## src/verilog/wbPkg.sv

```systemverilog
package wbPkg;

    localparam int dataWidth   = 32;                // machine word.
    localparam int regIdxWidth = 5;                 // gpr index bits.
    localparam int regCount    = 2 ** regIdxWidth;  // 32 general registers.
    localparam int linkOffset  = 8;                 // return address past the delay slot.

    typedef logic [dataWidth-1:0]   word_t;
    typedef logic [regIdxWidth-1:0] regIdx_t;

    // access width of a load.
    typedef enum logic [1:0] {
        sizeByte = 2'd0,    // lb / lbu.
        sizeHalf = 2'd1,    // lh / lhu.
        sizeWord = 2'd2     // lw.
    } loadSize_t;

    typedef struct packed {
        logic      signExt; // 1 for lb / lh.
        loadSize_t size;
    } loadType_t;

    // write enables, already resolved against exceptions in MEM.
    typedef struct packed {
        logic rfWr;         // general register file.
        logic hiWr;
        logic loWr;
    } regsWr_t;

    // source of the value written to the register file.
    typedef enum logic [1:0] {
        selAlu  = 2'd0,     // alu result.
        selLoad = 2'd1,     // aligned load data.
        selLink = 2'd2,     // pc + 8 for jal / jalr / bal.
        selOutB = 2'd3      // second operand, moves.
    } wbSel_t;

endpackage

```

## src/verilog/wbBus.sv

```systemverilog
`timescale 1ns/1ps

interface wbBus;
    import wbPkg::*;

    word_t     aluOut;      // alu result, also the load address.
    word_t     outB;        // second operand.
    word_t     dmOut;       // raw data memory word.
    word_t     pc;
    word_t     hi;          // value for hi.
    word_t     lo;          // value for lo.
    regIdx_t   dst;         // destination gpr.
    wbSel_t    wbSel;
    loadType_t loadType;
    regsWr_t   regsWr;

    modport producer (
        output aluOut, outB, dmOut, pc, hi, lo,
        output dst, wbSel, loadType, regsWr
    );

    modport consumer (
        input aluOut, outB, dmOut, pc, hi, lo,
        input dst, wbSel, loadType, regsWr
    );

endinterface

```

## src/verilog/wbStageReg.sv

```systemverilog
`timescale 1ns/1ps

module wbStageReg (
    input logic      clk,
    input logic      rstN,
    input logic      wbFlush,       // level, kills the slot.
    input logic      wbWr,          // level, low means stall.
    wbBus.consumer   memSide,
    wbBus.producer   wbSide
);
    import wbPkg::*;

    logic clear;

    assign clear = !rstN || wbFlush;    // flush wins over write.

    always_ff @(posedge clk) begin
        if (clear) begin
            wbSide.aluOut   <= '0;
            wbSide.outB     <= '0;
            wbSide.dmOut    <= '0;
            wbSide.pc       <= '0;
            wbSide.hi       <= '0;
            wbSide.lo       <= '0;
            wbSide.dst      <= '0;
            wbSide.wbSel    <= selAlu;
            wbSide.loadType <= '0;
            wbSide.regsWr   <= '0;      // bubble, writes nothing.
        end else if (wbWr) begin
            wbSide.aluOut   <= memSide.aluOut;
            wbSide.outB     <= memSide.outB;
            wbSide.dmOut    <= memSide.dmOut;
            wbSide.pc       <= memSide.pc;
            wbSide.hi       <= memSide.hi;
            wbSide.lo       <= memSide.lo;
            wbSide.dst      <= memSide.dst;
            wbSide.wbSel    <= memSide.wbSel;
            wbSide.loadType <= memSide.loadType;
            wbSide.regsWr   <= memSide.regsWr;
        end
        // otherwise hold, the pipeline is stalled.
    end

endmodule

```

## src/verilog/wbResult.sv

```systemverilog
`timescale 1ns/1ps

module wbResult (
    wbBus.consumer        wbSide,
    output wbPkg::word_t  wbValue
);
    import wbPkg::*;

    logic [7:0]  byteLane;
    logic [15:0] halfLane;
    word_t       loadData;
    word_t       linkAddr;

    // little endian, address from the alu result.
    always_comb begin
        case (wbSide.aluOut[1:0])
            2'd0:    byteLane = wbSide.dmOut[7:0];
            2'd1:    byteLane = wbSide.dmOut[15:8];
            2'd2:    byteLane = wbSide.dmOut[23:16];
            default: byteLane = wbSide.dmOut[31:24];
        endcase
    end

    assign halfLane = wbSide.aluOut[1] ? wbSide.dmOut[31:16] : wbSide.dmOut[15:0];

    always_comb begin
        case (wbSide.loadType.size)
            sizeByte: begin
                if (wbSide.loadType.signExt) begin
                    loadData = {{24{byteLane[7]}}, byteLane};      // lb.
                end else begin
                    loadData = {24'd0, byteLane};                  // lbu.
                end
            end
            sizeHalf: begin
                if (wbSide.loadType.signExt) begin
                    loadData = {{16{halfLane[15]}}, halfLane};     // lh.
                end else begin
                    loadData = {16'd0, halfLane};                  // lhu.
                end
            end
            default: loadData = wbSide.dmOut;                      // lw.
        endcase
    end

    assign linkAddr = wbSide.pc + word_t'(linkOffset);

    always_comb begin
        case (wbSide.wbSel)
            selAlu:  wbValue = wbSide.aluOut;
            selLoad: wbValue = loadData;
            selLink: wbValue = linkAddr;
            default: wbValue = wbSide.outB;                        // mthi/mtlo style moves.
        endcase
    end

endmodule

```

## src/verilog/regFile.sv

```systemverilog
`timescale 1ns/1ps

module regFile (
    input  logic           clk,
    input  logic           rstN,
    wbBus.consumer         wbSide,
    input  wbPkg::word_t   wbValue,     // finished writeback value.
    input  wbPkg::regIdx_t rAddr1,
    input  wbPkg::regIdx_t rAddr2,
    output wbPkg::word_t   rData1,
    output wbPkg::word_t   rData2,
    output wbPkg::word_t   hiOut,
    output wbPkg::word_t   loOut
);
    import wbPkg::*;

    word_t regs [regCount];
    word_t hiReg;
    word_t loReg;
    logic  gprWr;

    assign gprWr = wbSide.regsWr.rfWr && (wbSide.dst != '0);  // r0 is never written.

    always_ff @(posedge clk) begin
        if (!rstN) begin
            for (int i = 0; i < regCount; i++) begin
                regs[i] <= '0;
            end
            hiReg <= '0;
            loReg <= '0;
        end else begin
            if (gprWr) begin
                regs[wbSide.dst] <= wbValue;
            end
            if (wbSide.regsWr.hiWr) begin
                hiReg <= wbSide.hi;
            end
            if (wbSide.regsWr.loWr) begin
                loReg <= wbSide.lo;
            end
        end
    end

    // read with bypass of the value being written back.
    always_comb begin
        if (gprWr && rAddr1 == wbSide.dst) begin
            rData1 = wbValue;
        end else begin
            rData1 = regs[rAddr1];      // r0 keeps its reset zero.
        end
    end

    always_comb begin
        if (gprWr && rAddr2 == wbSide.dst) begin
            rData2 = wbValue;
        end else begin
            rData2 = regs[rAddr2];
        end
    end

    assign hiOut = wbSide.regsWr.hiWr ? wbSide.hi : hiReg;     // hi bypass.
    assign loOut = wbSide.regsWr.loWr ? wbSide.lo : loReg;     // lo bypass.

endmodule

```

## src/verilog/wbTop.sv

```systemverilog
`timescale 1ns/1ps

module wbTop (
    input  logic              clk,
    input  logic              rstN,
    input  logic              wbFlush,
    input  logic              wbWr,
    input  wbPkg::word_t      memAluOut,
    input  wbPkg::word_t      memOutB,
    input  wbPkg::word_t      memDmOut,
    input  wbPkg::word_t      memPc,
    input  wbPkg::word_t      memHi,
    input  wbPkg::word_t      memLo,
    input  wbPkg::regIdx_t    memDst,
    input  wbPkg::wbSel_t     memWbSel,
    input  wbPkg::loadType_t  memLoadType,
    input  wbPkg::regsWr_t    memRegsWr,
    input  wbPkg::regIdx_t    rAddr1,
    input  wbPkg::regIdx_t    rAddr2,
    output wbPkg::word_t      rData1,
    output wbPkg::word_t      rData2,
    output wbPkg::word_t      hiOut,
    output wbPkg::word_t      loOut
);
    import wbPkg::*;

    wbBus memSide ();       // MEM stage outputs.
    wbBus wbSide ();        // registered WB stage.

    word_t wbValue;

    assign memSide.aluOut   = memAluOut;
    assign memSide.outB     = memOutB;
    assign memSide.dmOut    = memDmOut;
    assign memSide.pc       = memPc;
    assign memSide.hi       = memHi;
    assign memSide.lo       = memLo;
    assign memSide.dst      = memDst;
    assign memSide.wbSel    = memWbSel;
    assign memSide.loadType = memLoadType;
    assign memSide.regsWr   = memRegsWr;

    // MEM/WB pipeline register.
    wbStageReg u_wbStageReg (
        .clk     (clk),
        .rstN    (rstN),
        .wbFlush (wbFlush),
        .wbWr    (wbWr),
        .memSide (memSide.consumer),
        .wbSide  (wbSide.producer)
    );

    wbResult u_wbResult (
        .wbSide  (wbSide.consumer),
        .wbValue (wbValue)
    );

    regFile u_regFile (
        .clk     (clk),
        .rstN    (rstN),
        .wbSide  (wbSide.consumer),
        .wbValue (wbValue),
        .rAddr1  (rAddr1),
        .rAddr2  (rAddr2),
        .rData1  (rData1),
        .rData2  (rData2),
        .hiOut   (hiOut),
        .loOut   (loOut)
    );

endmodule

```

## config.mk

```make
export PLATFORM = sky130hd
export DESIGN_NAME = wbTop
export DESIGN_NICKNAME = d
export VERILOG_FILES = /design/src/verilog/wbPkg.sv /design/src/verilog/wbBus.sv /design/src/verilog/wbStageReg.sv /design/src/verilog/wbResult.sv /design/src/verilog/regFile.sv /design/src/verilog/wbTop.sv
export SDC_FILE = /design/constraint.sdc
export NUM_CORES = 2
export LEC_CHECK = 0
export BUFFER_PORTS_ARGS = -buffer_cell sky130_fd_sc_hd__buf_2
export CELL_PAD_IN_SITES_DETAIL_PLACEMENT = 1
export CELL_PAD_IN_SITES_GLOBAL_PLACEMENT = 2
export CORE_MARGIN = 2
export CORE_UTILIZATION = 44
export CTS_CLUSTER_SIZE = 40
export DETAILED_ROUTE_END_ITERATION = 8
export PLACE_DENSITY_LB_ADDON = 0.3
export RECOVER_POWER = 25
export SLEW_MARGIN = 20
export SYNTH_ARGS = -nofsm -noshare
export SYNTH_HDL_FRONTEND = slang
export SYNTH_SLANG_ARGS = --single-unit
```

## constraint.sdc

```tcl
create_clock -name clk -period 3.52 [get_ports clk]
set_input_delay 0.528 -clock clk [delete_from_list [all_inputs] [get_ports clk]]
set_output_delay 0.528 -clock clk [all_outputs]
set_load 0.005 [all_outputs]
```

==> flow_summary.toml <==
[setup_path]
crit_family = "compound AO/OA/AOI/OAI gates"
path_class = "flop to output pin"
crit_top_cell = "o21ai_1"
crit_chain = "mux2i_2, o32ai_2, a21oi_1, o21ai_1, a21oi_4, o21ai_1, buf_4, buf_2"
worstRegToRegCells = 6
cp_max_fo = 6
cpPeakStageDelay_ns = 0.46
crit_path_start = "u_wbStageReg.wbSide.aluOut[1]"
critical_path_arrival_ns = 3.08
reg2reg_slack_ns = 0.11
critPathLaunchType = "flop"
worstSetupEndpointType = "output pin"
critical_path_buf_inv_count = 2
timing.rr.start = "u_wbStageReg.wbSide.dst[1]"
crit_required_ns = 2.99
cpMaxStageDelayCell = "mux2i_2"
r2r_end = "u_regFile.regs[2][6]"

[floorplan]
io_pins = 347
die_h_um = 386
die_w_um = 386
fp.dieArea_mm2 = 0.149
core_area_mm2 = 0.145
rows = 140
initial_core_util_pct = 44.2

[clock_tree]
htreeDepth = 4
clockRootBuffer = "clkbuf_16"
tritoncts.num_buffers = 147
cts_tree = "built"
clkTransAtPathRegs_ns = 0.06
clockBufferDepth = 3
cts_sinks = 1293
insertion_delay_ns = 0.80

[run_status]
status = "complete, but fails checks"
violations = "max-capacitance violations, max-slew violations, negative setup slack"

[synth]
ys_ff_latch = 1293
yosysSeqAreaShare_pct = 56.3
synth_area_per_cell_um2 = 13.7
synthesis.area_mm2 = 0.0642
synth.distinct_cells = 76
synth_edf_count = 1024
ys_warn_count = 0
yosysTopAreaCell = "edfxtp_1"
synth_cells = 4694
synth_flop_cell = "edfxtp_1"
ys_async_sr_fraction_pct = 0
yosysTopAreaCellShare_pct = 47.9
ys_top_cells_by_area = "edfxtp_1, mux4_2, dfxtp_1, nor2_1, mux2i_1"

[placement]
dp_hpwl_mm = 156
gp_congestion = 0.869
portBuffers = 346
dp_cells = 6854
pre_cts_slack_ns = 0.0284

[global_routing]
antenna_found_initial = 8
grt_remaining_overflow = 0
grtUsageTotal_pct = 32.7
grt_pass1_vias = 48900
grt_pass1_wl_mm = 346
grt_max_degree = 75

[route]
totalWireLength_mm = 244
viasPerCell = 6.35
detail_route.wl_per_cell_um = 33.1
firstDrtPassIters = 5
drc = 0
ant_nets = 0
drtIter0Drc = 5471
vias = 46800

[timing]
setup_ws_ns = -0.0911
finClkSkew_ns = 0.0422
tightest_slew_ns = 2.69
finalSetupViolations = 6
rsz0062_at_grt = "yes"
maxSlewHeadroom_pct = -79.5
fin_hold_ws_ns = 0.0303
fin_crit_ns = 3.61
period_share_pct = 103
max_freq_mhz = 277
slew_viol_final = 99
hold_viol_final = 0

[pwr]
report.power.total_mw = 37.4
p_per_area_mw_per_mm2 = 476
cellLeakagePower_nw = 28.8
ir_drop_v = 0.000362

[final_layout]
area_delta_synth_final_pct = 22.4
stdcell_count = 7373
drive_gt1_share_pct = 33.7
nNetsFinal = 5551
fin_util_pct = 54.1

[hold_path]
min_to = "u_wbStageReg.wbSide.pc[2]"
hold_path_startpoint = "memPc[2]"
min_path_cells = 3
hp-class = "input port to flop"

[job]
maxCapViolCount = 3
-- worst max path at each step --
stage          cells past startpoint  slack, ns               endpoint
5_1_grt                            8      -0.17             rData2[31]
3_5_place_dp                       9       0.03              rData1[1]
3_3_place_gp                       9      -0.01              rData1[1]
4_1_cts                            8      -0.06             rData2[31]
2_1_floorplan                      6       0.50  u_regFile.regs[12][0]
6_report                           8      -0.09             rData1[19]
-- report_power, final --
group	internal [mW]	leakage (nW)	switching (mW)
clock network	9.22	2.40	6.52
registers	16.9	12.9	0.297
logic	1.96	13.5	2.47
-- cell usage after synthesis (17+ instances only) --
| cell | number |
|---|---|
| a22oi_1 | 39 |
| mux4_2 | 567 |
| o22ai_1 | 22 |
| buf_4 | 25 |
| inv_1 | 24 |
| buf_2 | 116 |
| nand3_1 | 42 |
| mux2i_1 | 332 |
| o21ai_0 | 54 |
| xor2_1 | 18 |
| clkbuf_1 | 265 |
| a221oi_1 | 18 |
| a21oi_1 | 40 |
| a32oi_1 | 25 |
| nor2_1 | 1223 |
| buf_1 | 42 |
| mux2_2 | 67 |
| nor2_2 | 30 |
| edfxtp_1 | 1024 |
| nand2_1 | 177 |
| and2_1 | 70 |
| dfxtp_1 | 269 |
| buf_6 | 17 |
| o211ai_1 | 17 |
-- layer usage --
metal  vias to the layer above  global-route usage [%]  part of all wire (%)
li1                      18900                       -                     -
met1                     24600                    42.7                    38
met2                      2680                    52.5                    47
met3                       614                    6.17                   9.1
met4                         2                    16.3                   5.8
met5                         -                       0                0.0041
-- logic make-up (layout without fill, tap and decap cells) --
group | Yosys count | in the layout | synth area share, %
and+or+nand+nor | 1616 | 1617 | 10.3
DFF | 1293 | 1293 | 56.3
AOI/OAI and AO/OA | 293 | 294 | 3.18
buffers and inverters | 494 | 1218 | 3.46
xor gates and xnor gates | 30 | 30 | 0.410
muxes | 966 | 966 | 26.3
adders and majority gates | 1 | 1 | 0.0195
other | 1 | 37 | 0.00584
-- stage by stage --
step	TNS [ns]	area (um^2)
CTS	-0.178	78000
floorplan	0	64300
global placement	-0.0113	70300
global route	-2.18	78500
finish	-0.212	78500
detailed placement	0	70300
-- worst register-to-register path, stage by stage, from the launching register on --
cell and delay [ns]:
dfxtp_4 0.43, nand3_1 0.12, nor2_1 0.10, clkbuf_1 0.65, nand2_2 0.14, nand2_1 0.60
clkbuf_2 0.92
-- placed cells by master (no fill, tap or decap), types with 14 or more instances in the layout --
cell	instances
buf_6	14
mux2i_1	323
dfxtp_1	240
inv_1	23
conb_1	32
a221oi_1	16
clkinv_2	26
a32oi_1	25
o21ai_0	34
nand2_1	135
a21oi_1	20
nand2_2	41
clkinv_1	23
clkbuf_16	156
buf_4	277
a21oi_4	18
buf_2	337
o21ai_2	14
buf_12	90
nor2_1	1218
and2_1	60
nand3_1	42
edfxtp_1	1024
dlygate4sd3_1	170
mux2_2	66
o211ai_1	17
o22ai_1	16
clkbuf_1	42
mux4_2	567
a22oi_1	37
nor2_2	33
dfxtp_4	16
-- area by class of cell --
cell class                 instances  area, um^2
sequential                      1293       36200
clock inverter                    73         751
fill                           14100       66700
tap                             1917        2400
timing repair buffer             921        7800
clock buffer                     196        4130
multi-input combinational       2940       27100
inverter                          28         114
antenna                            5        12.5
-- state kept, by name (all words and copies together), names as in the netlist, 5 cells and up --
signal	count
u_regFile.regs	1024
u_regFile.hiReg	32
u_regFile.loReg	32
u_wbStageReg.wbSide.aluOut	32
u_wbStageReg.wbSide.dmOut	32
u_wbStageReg.wbSide.hi	32
u_wbStageReg.wbSide.lo	32
u_wbStageReg.wbSide.outB	32
u_wbStageReg.wbSide.pc	32
u_wbStageReg.wbSide.dst	5
-- timing repair --
action / in CTS / in global routing
hold endpoints to repair: 170 / 0
resized for setup: 139 / 102
setup endpoints to repair: 64 / 58
cloned: 5 / 2
setup buffers: 50 / 22
pin swaps: 32 / 41
hold buffers: 170 / 0
No activity file was read; power rests on OpenSTA's default activity.
